**src/iwm_pkg.sv**
```systemverilog
// Shared definitions for the IWM read and control logic
// Byte and latch index types, state latch positions
// Bit cell window constants and the data register clear delay
// Register select codes and register bit positions

`default_nettype none

package iwm_pkg;

    // ==============================
    // Basic types
    // ==============================
    typedef logic [7:0] byte_t;
    typedef logic [2:0] state_idx_t;

    // Latch positions above the four phase bits
    localparam state_idx_t ST_MOTOR_ON  = 3'd4;
    localparam state_idx_t ST_DRIVE_SEL = 3'd5;
    localparam state_idx_t ST_L6        = 3'd6;
    localparam state_idx_t ST_L7        = 3'd7;

    // ==============================
    // Read timing
    // ==============================
    // Counted in CLK periods, slow mode with CLK = fclk / 2
    localparam int CELL_WINDOW_OPEN = 7;
    localparam int CELL_TIMEOUT     = 21;
    localparam int CELL_COUNT_W     = 6;
    // Reload after a timeout, so the next '0' comes one cell later
    localparam int CELL_RESTART     = 7;
    // Counted in fclk cycles
    localparam int CLEAR_FCLKS      = 14;

    // ==============================
    // Register decode
    // ==============================
    typedef enum logic [2:0] {
        SEL_ONES      = 3'd0,
        SEL_DATA      = 3'd1,
        SEL_STATUS    = 3'd2,
        SEL_HANDSHAKE = 3'd3,
        SEL_MODE_WR   = 3'd4,
        SEL_DATA_WR   = 3'd5
    } reg_sel_t;

    localparam int MODE_LATCH_BIT    = 0;
    localparam int STATUS_ENABLE_BIT = 5;
    localparam int STATUS_SENSE_BIT  = 7;

    localparam byte_t ONES_BYTE = 8'hFF;

endpackage

`default_nettype wire

```
**src/iwm_bit_cell.sv**
```systemverilog
// Read data synchronizer and falling edge detect
// CLK divider, fclk / 2 for slow mode
// Windowed bit cell counter issuing '1' and '0' bit pulses

`timescale 1ns/100ps
`default_nettype none

module iwm_bit_cell #(
    parameter int WINDOW_OPEN = 7,
    parameter int TIMEOUT     = 21
) (
    input  logic fclk,
    input  logic rst_n,
    input  logic rddata,
    input  logic read_active,
    output logic lft1,
    output logic lft0
);

    localparam int CW = iwm_pkg::CELL_COUNT_W;

    typedef logic [CW-1:0] cnt_t;

    localparam cnt_t OPEN_CNT    = cnt_t'(WINDOW_OPEN);
    // Count held on the CLK before the one that times out
    localparam cnt_t LAST_CNT    = cnt_t'(TIMEOUT - 1);
    localparam cnt_t RESTART_CNT = cnt_t'(iwm_pkg::CELL_RESTART);

    logic [1:0] rd_sync;
    logic       rd_prev;
    logic       rd_fall;
    logic       clk_div;
    cnt_t       cell_cnt;

    // ==============================
    // Input synchronizer
    // ==============================
    // Line idles high, a '1' is a short low pulse
    always_ff @(posedge fclk or negedge rst_n) begin
        if (!rst_n) begin
            rd_sync <= 2'b11;
            rd_prev <= 1'b1;
            rd_fall <= 1'b0;
        end else begin
            rd_sync <= {rd_sync[0], rddata};
            rd_prev <= rd_sync[1];
            // Registered one-cycle falling edge
            rd_fall <= rd_prev & ~rd_sync[1];
        end
    end

    // CLK enable, every other fclk
    always_ff @(posedge fclk or negedge rst_n) begin
        if (!rst_n) begin
            clk_div <= 1'b0;
        end else begin
            clk_div <= ~clk_div;
        end
    end

    // ==============================
    // Bit cell counter
    // ==============================
    // Counts below OPEN_CNT form the dead zone
    always_ff @(posedge fclk or negedge rst_n) begin
        if (!rst_n) begin
            cell_cnt <= '0;
            lft1     <= 1'b0;
            lft0     <= 1'b0;
        end else begin
            // Pulses last one fclk
            lft1 <= 1'b0;
            lft0 <= 1'b0;
            if (!read_active) begin
                cell_cnt <= '0;
            end else if (rd_fall) begin
                if (cell_cnt >= OPEN_CNT) begin
                    lft1 <= 1'b1;
                end
                // Any edge resyncs the cell, a runt adds no bit
                cell_cnt <= '0;
            end else if (clk_div) begin
                if (cell_cnt == LAST_CNT) begin
                    // No edge in the window
                    lft0     <= 1'b1;
                    cell_cnt <= RESTART_CNT;
                end else begin
                    cell_cnt <= cell_cnt + 1'b1;
                end
            end
        end
    end

endmodule

`default_nettype wire

```
**src/iwm_read_latch.sv**
```systemverilog
// Serial to parallel read shift register, LSB first
// Read data register loaded when a one reaches the MSB
// MSB latch at /DEV fall and the delayed clear after a valid read

`timescale 1ns/100ps
`default_nettype none

module iwm_read_latch #(
    parameter int CLEAR_CYCLES = 14
) (
    input  logic              fclk,
    input  logic              rst_n,
    input  logic              lft1,
    input  logic              lft0,
    input  logic              read_active,
    input  logic              dev_sel_n,
    input  logic              dev_fall,
    input  logic              sel_data_next,
    input  logic              mode_latch,
    input  iwm_pkg::reg_sel_t reg_sel,
    output iwm_pkg::byte_t    read_byte
);

    localparam int CW = $clog2(CLEAR_CYCLES);

    typedef logic [CW-1:0] clr_cnt_t;

    localparam clr_cnt_t CLEAR_LAST = clr_cnt_t'(CLEAR_CYCLES - 1);

    // Low seven bits, a 1 shifted past bit 6 completes the byte
    logic [6:0]     shift_sr;
    iwm_pkg::byte_t sr_next;
    logic           shift_pulse;
    logic           byte_done;
    logic           msb_latch;
    logic           clear_pending;
    clr_cnt_t       clear_cnt;
    logic           valid_read;

    // ==============================
    // Shift register
    // ==============================
    assign shift_pulse = lft1 | lft0;
    assign sr_next     = {shift_sr, lft1};
    // Byte complete when this shift puts a 1 into the MSB
    assign byte_done   = shift_pulse & sr_next[7];

    always_ff @(posedge fclk or negedge rst_n) begin
        if (!rst_n) begin
            shift_sr <= '0;
        end else if (!read_active) begin
            shift_sr <= '0;
        end else if (shift_pulse) begin
            // Cleared on the same edge that loads the data register
            if (sr_next[7]) begin
                shift_sr <= '0;
            end else begin
                shift_sr <= sr_next[6:0];
            end
        end
    end

    // ==============================
    // Data register and auto-clear
    // ==============================
    assign valid_read = (reg_sel == iwm_pkg::SEL_DATA) & ~dev_sel_n & msb_latch;

    always_ff @(posedge fclk or negedge rst_n) begin
        if (!rst_n) begin
            read_byte     <= '0;
            msb_latch     <= 1'b0;
            clear_pending <= 1'b0;
            clear_cnt     <= '0;
        end else begin
            // Capture the MSB seen by this access
            // a byte landing on the same edge supplies its own MSB
            if (dev_fall && sel_data_next && mode_latch) begin
                msb_latch <= byte_done ? sr_next[7] : read_byte[7];
            end

            // Valid read starts the countdown
            if (valid_read && !clear_pending) begin
                clear_pending <= 1'b1;
                clear_cnt     <= '0;
            end

            if (clear_pending) begin
                if (clear_cnt == CLEAR_LAST) begin
                    read_byte     <= '0;
                    msb_latch     <= 1'b0;
                    clear_pending <= 1'b0;
                    clear_cnt     <= '0;
                end else begin
                    clear_cnt <= clear_cnt + 1'b1;
                end
            end

            // New byte wins over a pending clear
            if (byte_done) begin
                read_byte     <= sr_next;
                clear_pending <= 1'b0;
                clear_cnt     <= '0;
            end
        end
    end

endmodule

`default_nettype wire

```
**src/iwm_registers.sv**
```systemverilog
// Write clock edge detect, rising edge of q3 OR /DEV
// Mode register and status byte assembly
// Data bus read multiplexer

`timescale 1ns/100ps
`default_nettype none

module iwm_registers (
    input  logic              fclk,
    input  logic              rst_n,
    input  logic              q3,
    input  logic              dev_sel_n,
    input  logic              sense,
    input  iwm_pkg::byte_t    data_in,
    input  iwm_pkg::reg_sel_t reg_sel,
    input  iwm_pkg::byte_t    state_bits,
    input  iwm_pkg::byte_t    read_byte,
    output logic              mode_latch,
    output iwm_pkg::byte_t    data_out
);

    logic           wr_clk;
    logic           wr_clk_d;
    logic           wr_clk_rise;
    iwm_pkg::byte_t mode_reg;
    iwm_pkg::byte_t status_byte;

    // ==============================
    // Write clock
    // ==============================
    // Bus data is sampled on the 0 to 1 change of q3 | /DEV
    assign wr_clk = q3 | dev_sel_n;

    always_ff @(posedge fclk or negedge rst_n) begin
        if (!rst_n) begin
            wr_clk_d <= 1'b1;
        end else begin
            wr_clk_d <= wr_clk;
        end
    end

    assign wr_clk_rise = ~wr_clk_d & wr_clk;

    // ==============================
    // Mode register
    // ==============================
    // Written only in the Mode Set state
    always_ff @(posedge fclk or negedge rst_n) begin
        if (!rst_n) begin
            mode_reg <= '0;
        end else if (wr_clk_rise && reg_sel == iwm_pkg::SEL_MODE_WR) begin
            mode_reg <= data_in;
        end
    end

    assign mode_latch = mode_reg[iwm_pkg::MODE_LATCH_BIT];

    // Status byte
    // Low bits mirror the mode register, bit 6 reads 0
    always_comb begin
        status_byte                              = '0;
        status_byte[4:0]                         = mode_reg[4:0];
        // An enable is low whenever Motor-On is set
        status_byte[iwm_pkg::STATUS_ENABLE_BIT]  = state_bits[iwm_pkg::ST_MOTOR_ON];
        status_byte[iwm_pkg::STATUS_SENSE_BIT]   = sense;
    end

    // ==============================
    // Read multiplexer
    // ==============================
    always_comb begin
        case (reg_sel)
            iwm_pkg::SEL_DATA:      data_out = read_byte;
            iwm_pkg::SEL_STATUS:    data_out = status_byte;
            // No write side, so the handshake reads as idle
            iwm_pkg::SEL_HANDSHAKE: data_out = iwm_pkg::ONES_BYTE;
            default:                data_out = iwm_pkg::ONES_BYTE;
        endcase
    end

endmodule

`default_nettype wire

```
**src/iwm_state_latch.sv**
```systemverilog
// Device select falling edge detect
// Eight addressed state latches with phase and drive enable outputs
// Register select decode and its prediction past the pending update

`timescale 1ns/100ps
`default_nettype none

module iwm_state_latch (
    input  logic             fclk,
    input  logic             rst_n,
    input  logic             dev_sel_n,
    input  logic [3:0]       addr,
    output logic [3:0]       phase,
    output logic             enbl1_n,
    output logic             enbl2_n,
    output iwm_pkg::byte_t   state_bits,
    output iwm_pkg::reg_sel_t reg_sel,
    output logic             read_active,
    output logic             sel_data_next,
    output logic             dev_fall
);

    logic                  dev_sel_d;
    iwm_pkg::state_idx_t   latch_idx;
    logic                  next_l7;
    logic                  next_l6;
    logic                  next_motor;

    // L7, L6, Motor-On to register select
    function automatic iwm_pkg::reg_sel_t decode_sel(input logic l7, input logic l6,
                                                     input logic motor);
        iwm_pkg::reg_sel_t sel;
        case ({l7, l6})
            2'b00:   sel = motor ? iwm_pkg::SEL_DATA : iwm_pkg::SEL_ONES;
            2'b01:   sel = iwm_pkg::SEL_STATUS;
            2'b10:   sel = iwm_pkg::SEL_HANDSHAKE;
            default: sel = motor ? iwm_pkg::SEL_DATA_WR : iwm_pkg::SEL_MODE_WR;
        endcase
        return sel;
    endfunction

    // ==============================
    // State latches
    // ==============================
    // Previous /DEV level, idle high
    always_ff @(posedge fclk or negedge rst_n) begin
        if (!rst_n) begin
            dev_sel_d <= 1'b1;
        end else begin
            dev_sel_d <= dev_sel_n;
        end
    end

    assign dev_fall  = dev_sel_d & ~dev_sel_n;
    // A3..A1 pick the latch, A0 is the value
    assign latch_idx = addr[3:1];

    always_ff @(posedge fclk or negedge rst_n) begin
        if (!rst_n) begin
            state_bits <= '0;
        end else if (dev_fall) begin
            state_bits[latch_idx] <= addr[0];
        end
    end

    // Drive outputs, at most one enable low
    assign phase   = state_bits[3:0];
    assign enbl1_n = ~(state_bits[iwm_pkg::ST_MOTOR_ON] & ~state_bits[iwm_pkg::ST_DRIVE_SEL]);
    assign enbl2_n = ~(state_bits[iwm_pkg::ST_MOTOR_ON] & state_bits[iwm_pkg::ST_DRIVE_SEL]);

    // ==============================
    // Register select
    // ==============================
    assign reg_sel     = decode_sel(state_bits[iwm_pkg::ST_L7], state_bits[iwm_pkg::ST_L6],
                                    state_bits[iwm_pkg::ST_MOTOR_ON]);
    assign read_active = ~state_bits[iwm_pkg::ST_L7] & ~state_bits[iwm_pkg::ST_L6];

    // Bits as they stand after this edge, for the read latch MSB capture
    assign next_l7    = (dev_fall && latch_idx == iwm_pkg::ST_L7) ?
                        addr[0] : state_bits[iwm_pkg::ST_L7];
    assign next_l6    = (dev_fall && latch_idx == iwm_pkg::ST_L6) ?
                        addr[0] : state_bits[iwm_pkg::ST_L6];
    assign next_motor = (dev_fall && latch_idx == iwm_pkg::ST_MOTOR_ON) ?
                        addr[0] : state_bits[iwm_pkg::ST_MOTOR_ON];

    assign sel_data_next = (decode_sel(next_l7, next_l6, next_motor) == iwm_pkg::SEL_DATA);

endmodule

`default_nettype wire

```
**src/iwm_top.sv**
```systemverilog
// IWM read and control top level
// Instances of state latch, bit cell extractor, read latch, registers
// Timing parameters taken from the package defaults

`timescale 1ns/100ps
`default_nettype none

module iwm_top #(
    parameter int WINDOW_OPEN  = iwm_pkg::CELL_WINDOW_OPEN,
    parameter int TIMEOUT      = iwm_pkg::CELL_TIMEOUT,
    parameter int CLEAR_CYCLES = iwm_pkg::CLEAR_FCLKS
) (
    input  logic           fclk,
    input  logic           rst_n,
    input  logic [3:0]     addr,
    input  logic           dev_sel_n,
    input  iwm_pkg::byte_t data_in,
    input  logic           q3,
    input  logic           rddata,
    input  logic           sense,
    output logic [3:0]     phase,
    output logic           enbl1_n,
    output logic           enbl2_n,
    output iwm_pkg::byte_t data_out
);

    iwm_pkg::byte_t    state_bits;
    iwm_pkg::reg_sel_t reg_sel;
    logic              read_active;
    logic              sel_data_next;
    logic              dev_fall;
    logic              lft1;
    logic              lft0;
    iwm_pkg::byte_t    read_byte;
    logic              mode_latch;

    // Bus side state latches and decode
    iwm_state_latch u_state_latch (
        .fclk          (fclk),
        .rst_n         (rst_n),
        .dev_sel_n     (dev_sel_n),
        .addr          (addr),
        .phase         (phase),
        .enbl1_n       (enbl1_n),
        .enbl2_n       (enbl2_n),
        .state_bits    (state_bits),
        .reg_sel       (reg_sel),
        .read_active   (read_active),
        .sel_data_next (sel_data_next),
        .dev_fall      (dev_fall)
    );

    // Serial read data to bit pulses
    iwm_bit_cell #(
        .WINDOW_OPEN (WINDOW_OPEN),
        .TIMEOUT     (TIMEOUT)
    ) u_bit_cell (
        .fclk        (fclk),
        .rst_n       (rst_n),
        .rddata      (rddata),
        .read_active (read_active),
        .lft1        (lft1),
        .lft0        (lft0)
    );

    // Bit pulses to bytes
    iwm_read_latch #(
        .CLEAR_CYCLES (CLEAR_CYCLES)
    ) u_read_latch (
        .fclk          (fclk),
        .rst_n         (rst_n),
        .lft1          (lft1),
        .lft0          (lft0),
        .read_active   (read_active),
        .dev_sel_n     (dev_sel_n),
        .dev_fall      (dev_fall),
        .sel_data_next (sel_data_next),
        .mode_latch    (mode_latch),
        .reg_sel       (reg_sel),
        .read_byte     (read_byte)
    );

    // Mode, status and the bus read path
    iwm_registers u_registers (
        .fclk       (fclk),
        .rst_n      (rst_n),
        .q3         (q3),
        .dev_sel_n  (dev_sel_n),
        .sense      (sense),
        .data_in    (data_in),
        .reg_sel    (reg_sel),
        .state_bits (state_bits),
        .read_byte  (read_byte),
        .mode_latch (mode_latch),
        .data_out   (data_out)
    );

endmodule

`default_nettype wire

```
**config.mk**
```make
export PLATFORM = sky130hd
export DESIGN_NAME = iwm_top
export DESIGN_NICKNAME = d
export VERILOG_FILES = /design/src/iwm_pkg.sv /design/src/iwm_bit_cell.sv /design/src/iwm_read_latch.sv /design/src/iwm_registers.sv /design/src/iwm_state_latch.sv /design/src/iwm_top.sv
export SDC_FILE = /design/constraint.sdc
export NUM_CORES = 1
export LEC_CHECK = 0
export BUFFER_PORTS_ARGS = -buffer_cell sky130_fd_sc_hd__buf_4
export CORE_MARGIN = 2
export CORE_UTILIZATION = 55
export CTS_BUF_LIST = sky130_fd_sc_hd__clkbuf_8
export DETAILED_ROUTE_END_ITERATION = 10
export PLACE_DENSITY = 0.75
export SYNTH_ARGS = -nofsm -noshare
export SYNTH_HDL_FRONTEND = slang
export SYNTH_SLANG_ARGS = --single-unit
```
**constraint.sdc**
```tcl
create_clock -name fclk -period 2.95 [get_ports fclk]
set_input_delay 0.295 -clock fclk [delete_from_list [all_inputs] [get_ports fclk]]
set_output_delay 0.295 -clock fclk [all_outputs]
set_load 0.01 [all_outputs]
```
# Yosys cells after proc, flatten, opt, wreduce, memory -nomap -nowiden
# Cells that the tools add are included.
[totals]
reg_bits = 49
input_bits = 18
out_inout_bits = 14
elab_cells = 113
[classes]
add_sub_neg = 2
order_cmp = 3
n_eq_ne = 15
mux = 42
bitwise = 20
reduce_logical = 15
[ops]
columns = ["operator", "count"]
rows = [
  ["2-to-1 mux 6 bit", 4],
  ["2-to-1 mux 8 bit", 3],
  ["2-to-1 mux 1 bit", 23],
  ["2-to-1 mux 7 bit", 3],
  ["case mux 3 bit (3 select lines)", 2],
  ["2-to-1 mux 4 bit", 4],
  ["case mux 8 bit (2 select lines)", 1],
  ["== test 3 bit, second input constant", 4],
  ["bitwise AND 1 bit", 9],
  ["inverter 1 bit", 9],
  ["bitwise mux 8 bit", 1],
  ["logical AND 1 bit", 8],
  ["adder 6 x 1 -> 6 bit, second input constant", 1],
  ["== test 3 x 1 -> 1 bit, second input constant", 2],
  ["== test 6 x 5 -> 1 bit, second input constant", 1],
  ["greater-or-equal comparator 6 x 3 -> 1 bit, second input constant", 1],
  ["adder 4 x 1 -> 4 bit, second input constant", 1],
  ["== test 2 x 1 -> 1 bit, second input constant", 2],
  ["== test 2 bit, second input constant", 2],
  ["== test 4 bit, second input constant", 1],
  ["zero test 2 bit", 2],
  ["less-than comparator 3 x 4 -> 1 bit, second input constant", 1],
  ["nonzero test 2 bit", 2],
  ["demux 1 bit (select 3 bit)", 1],
  ["8 further kinds", 9],
]

# Depth between registers and ports, before layout
[depth]
word_depth = 12
depth_mapped = 11
depth_no_buf = 10

# Cells and area by module
# From an unflattened synthesis, not the netlist that was laid out.
[unflattened]
hier_cells = 241
area_unflattened_um2 = 2565.0
[by_module_without_submodules]
columns = ["mod", "instances", "cells_per_inst", "area_per_inst_um2", "seq_area_each_um2"]
rows = [
  ["iwm_read_latch", 1, 99, 1014.7, 525.5],
  ["iwm_state_latch", 1, 57, 599.3, 226.5],
  ["iwm_bit_cell", 1, 51, 564.3, 329.1],
  ["iwm_registers", 1, 34, 386.6, 151.4],
]

# Least setup slack after synthesis
# OpenSTA, ideal clock, no wires.
[synth_path]
kind = "register to register"
start = "register u_state_latch.dev_sel_d"
end = "register u_read_latch.msb_latch"
setup_time_ns = 0.079
t_arrival_ns = 2.257
required_ns = 2.871
setup_slack_ns = 0.614
stages_incl_launch_ff = 10
n_path_buf = 0
period_less_slack_ns = 2.336
path_cell_list = "dfstp_2 nor3b_2 nand3_1 mux2_2 inv_1 ha_1 nor4b_1 nand3_1 a311oi_1 mux2i_1"
[synth_between]
elab_chain_len = 11
word_cells_on_any_way = 19
classes_between = "eq/ne: 3; mux: 9; bitwise: 1; reduce/logical: 6"
[synth_lines]
columns = ["element", "line_no", "source"]
rows = [
  ["start: declaration", "iwm_state_latch.sv:23", "logic dev_sel_d;"],
  ["start signal: assignment", "iwm_state_latch.sv:50", "dev_sel_d <= dev_sel_n;"],
  ["bitwise AND 1 bit (*)", "iwm_state_latch.sv:54", "assign dev_fall = dev_sel_d & ~dev_sel_n;"],
  ["logical AND 1 bit (on tied branches)", "iwm_state_latch.sv:81, iwm_state_latch.sv:79, iwm_state_latch.sv:83", ""],
  ["2-to-1 mux 1 bit (on tied branches)", "iwm_state_latch.sv:81, iwm_state_latch.sv:79, iwm_state_latch.sv:83", ""],
  ["== test 2 bit, or another cell as far along", "iwm_state_latch.sv:33", "case ({l7, l6})"],
  ["case mux 3 bit (3 select lines)", "iwm_state_latch.sv:33", ""],
  ["== test 3 x 1 -> 1 bit", "iwm_state_latch.sv:86", "assign sel_data_next = (decode_sel(next_l7, next_l6, next_motor) == iwm_pkg::SEL_DATA);"],
  ["logical AND 1 bit (*) (2 in series)", "iwm_read_latch.sv:77", "if (dev_fall && sel_data_next && mode_latch) begin"],
  ["2-to-1 mux 1 bit (*)", "iwm_read_latch.sv:77", ""],
  ["2-to-1 mux 1 bit", "iwm_read_latch.sv:88", "if (clear_cnt == CLEAR_LAST) begin"],
  ["2-to-1 mux 1 bit (*)", "iwm_read_latch.sv:87", "if (clear_pending) begin"],
  ["end signal: assignment", "iwm_read_latch.sv:78", "msb_latch <= byte_done ? sr_next[7] : read_byte[7];"],
  ["end: declaration", "iwm_read_latch.sv:35", "logic msb_latch;"],
]
# Mark *: on every way between the ends. The rest lies on a longest branch, timed or not.
# A chain may end at the register's enable or synchronous reset.

# Worst setup path in the final report
# Same ends and word-level chain as after synthesis.

==> flow_metrics.env <==
export IMPL_status="finished, violations left"
export IMPL_violations="hold timing"
export IMPL_fin_skew_ns=0.006301
export IMPL_cp_cell_sequence="nor3b_2 > nand3_1 > mux2_2 > inv_1 > ha_1 > nor4b_1 > nand3_1 > a311oi_2 > mux2i_1"
export IMPL_max_cap_violations=0
export IMPL_reg_top3="u_read_latch.read_byte (8), u_state_latch.state_bits (8), u_read_latch.shift_sr (7)"
export IMPL_yosys_warnings=0
export IMPL_dp_cells=316
export IMPL_synth_top_area_share_pct=44.72
export IMPL_synth_seq_area_share_pct=50.05
export IMPL_cts_root_buf="clkbuf_8"
export IMPL_yosysTopAreaCell="dfrtp_1"
export IMPL_synth_edf_count=0
export IMPL_period_share_pct=90.87
export IMPL_dpl_worst_slack_ns=0.2830
export IMPL_cp_top_family="simple AND/OR/NAND/NOR gates"
export IMPL_postRouteAntennaNets=0
export IMPL_crit_top_cell="nand3_1"
export IMPL_critPathSlowestCell="dfstp_2"
export IMPL_end_kind="flop"
export IMPL_cp_startpoint="u_state_latch.dev_sel_d"
export IMPL_timing_fmax_ghz=0.3730
export IMPL_hold_class="in -> async"
export IMPL_rows=24
export IMPL_critPathMaxStageDelay_ns=0.55
export IMPL_cts_tree="built"
export IMPL_hpwlAfterDp_mm=3.319
export IMPL_dr_pass1_iters=4
export IMPL_worstMarginPinSlew_ns=0.6181
export IMPL_mostFrequentLayoutCell="dfrtp_1"
export IMPL_finalSetupTns_ns=0
export IMPL_irDropWorstVdd_mv=0.3372
export IMPL_yosys_top_cells_area="dfrtp_1 45%, mux2_2 5.9%, nand2_1 5.6%"
export IMPL_clk_pin_slew_worst_paths_ns=0.09
export IMPL_synthArstFlopShare_pct=100.0
export IMPL_cts_setup_buffers=0
export IMPL_finalHoldViolations=3
export IMPL_cts_made_buffers=5
export IMPL_cts_hold_fix_buffers=0
export IMPL_fill_cells=373
export IMPL_multi_input_area_sq_um=1104
export IMPL_startpoint_type="flop"
export IMPL_coreArea_sq_um=4324
export IMPL_dieArea_sq_um=5028
export IMPL_fin_hold_ws_ns=-0.007337
export IMPL_reg2reg_from="u_state_latch.dev_sel_d"
export IMPL_avgSynthCellArea_sq_um=9.969
export IMPL_yosys_cell_types_count=42
export IMPL_clkSinkCount=49
export IMPL_ys_flop_type="dfrtp_1"
export IMPL_fin_cells=324
export IMPL_synthCells=247
export IMPL_cts_max_level=2
export IMPL_start_util_pct=56.94
export IMPL_clkLatencyLatePin_ns=0.31
export IMPL_crit_arrival_ns=2.92
export IMPL_critical_path_max_fanout=5
export IMPL_grt_remaining_overflow=0
export IMPL_report_final_slew_viol_count=0
export IMPL_cts_resized_gates=0
export IMPL_postLayoutCoreUtil_pct=64.73
export IMPL_final_cell_mix="44 x dfrtp_1, 37 x nand2_1, 32 x buf_4"
export IMPL_power_density_nw_per_um2=694.3
export IMPL_antenna_cells=0
export IMPL_setup_violations=0
export IMPL_maxSlewHeadroom_pct=58.79
export IMPL_synth_area_sq_um=2462
export IMPL_grt_pass1_wl_mm=8.390
export IMPL_leakage_nw=1.295
export IMPL_first_iter_violations=145
export IMPL_syn_nets=273
export IMPL_die_w_um=70.91
export IMPL_place_gp_congestion=0.8158
export IMPL_grt_max_degree=50
export IMPL_grt_pass1_vias=1801
export IMPL_cts_buffer_depth=2
export IMPL_io_pins=32
export IMPL_crit_type="reg -> reg"
export IMPL_routed_wl_mm=4.878
export IMPL_worstPathRequired_ns=3.19
export IMPL_drive_gt1_share_pct=23.16
export IMPL_vias=1896
export IMPL_period_needed_ns=2.681
export IMPL_track_usage_pct=21.38
export IMPL_nets=297
export IMPL_routedWlPerCell_um=15.06
export IMPL_antenna_found_initial=0
export IMPL_setup_ws_ns=0.2693
export IMPL_drc=0
export IMPL_vias_per_cell=5.852
export IMPL_io_buffers=28
export IMPL_register_area_sq_um=1232
export IMPL_area_delta_synth_final_pct=13.67
export IMPL_fp_dieH_um=70.91
export IMPL_rsz0062_at_grt="false"
export IMPL_cp_num_buf_inv=1
export IMPL_ys_seq_elements=49
==> through the flow <==
step | instance area [sq um] | total power [mW]
2_1_floorplan | 2462 | 1.246
6_report | 2799 | 1.943
3_3_place_gp | 2673 | 1.430
4_1_cts | 2793 | 1.962
3_5_place_dp | 2673 | 1.456
5_1_grt | 2799 | 2.072
==> synthesized netlist by cell type (all sizes together) (3+ instances only) <==
cell type / n
nand2: 37
mux2: 13
nand3b: 3
nor2b: 10
nand4: 4
dfrtp: 44
a22oi: 7
o21ai: 7
nor2: 14
nand3: 14
a21oi: 14
clkbuf: 4
a211oi: 3
inv: 10
nor3: 5
buf: 11
dfstp: 5
a31oi: 3
ha: 8
nor3b: 10
==> area by class of cell <==
cell class	count	area share, %
timing repair buffer	32	8.583
tap	52	2.325
multi-input combinational	173	39.43
sequential	49	44.03
clock buffer	6	2.950
inverter	10	1.341
clock inverter	2	1.341
==> where the power goes <==
group | switching, mW | internal, mW | total, mW
Sequential | 0.0873 | 0.764 | 0.851
Combinational | 0.305 | 0.286 | 0.591
Clock | 0.226 | 0.276 | 0.502
==> per-layer routing <==
layer | routed length (um) | vias up | GRT usage (%)
li1 | - | 910 | -
met1 | 2175 | 914 | 28.19
met2 | 2349 | 63 | 33.96
met3 | 270 | 9 | 5.840
met4 | 83 | 0 | 8.176
met5 | 0 | - | 0
==> logic make-up (layout without fill, tap and decap cells) <==
group	count (synthesis)	in the layout	synth area share, %
AO/OA/AOI/OAI	40	40	10.37
adder cells (fa/ha/maj)	8	8	4.065
buffers and inverters	25	50	5.386
flip-flops	49	49	50.05
multiplexers	15	15	6.758
AND/OR/NAND/NOR	110	110	23.37
==> worst paths after layout <==
| check | end | slack, ns | cells past startpoint |
|---|---|---|---|
| min | u_read_latch.clear_cnt[2] | -0.007 | 1 |
| max reg2reg | u_read_latch.msb_latch | 0.27 | 9 |
| min reg2reg | u_bit_cell.rd_sync[1] | 0.36 | 0 |
| max | u_read_latch.msb_latch | 0.27 | 9 |
| min in group fclk | u_bit_cell.rd_sync[0] | 0.09 | 1 |
| max in group asynchronous | u_state_latch.state_bits[1] | 2.54 | 1 |
(Power assumes the default switching activity.)
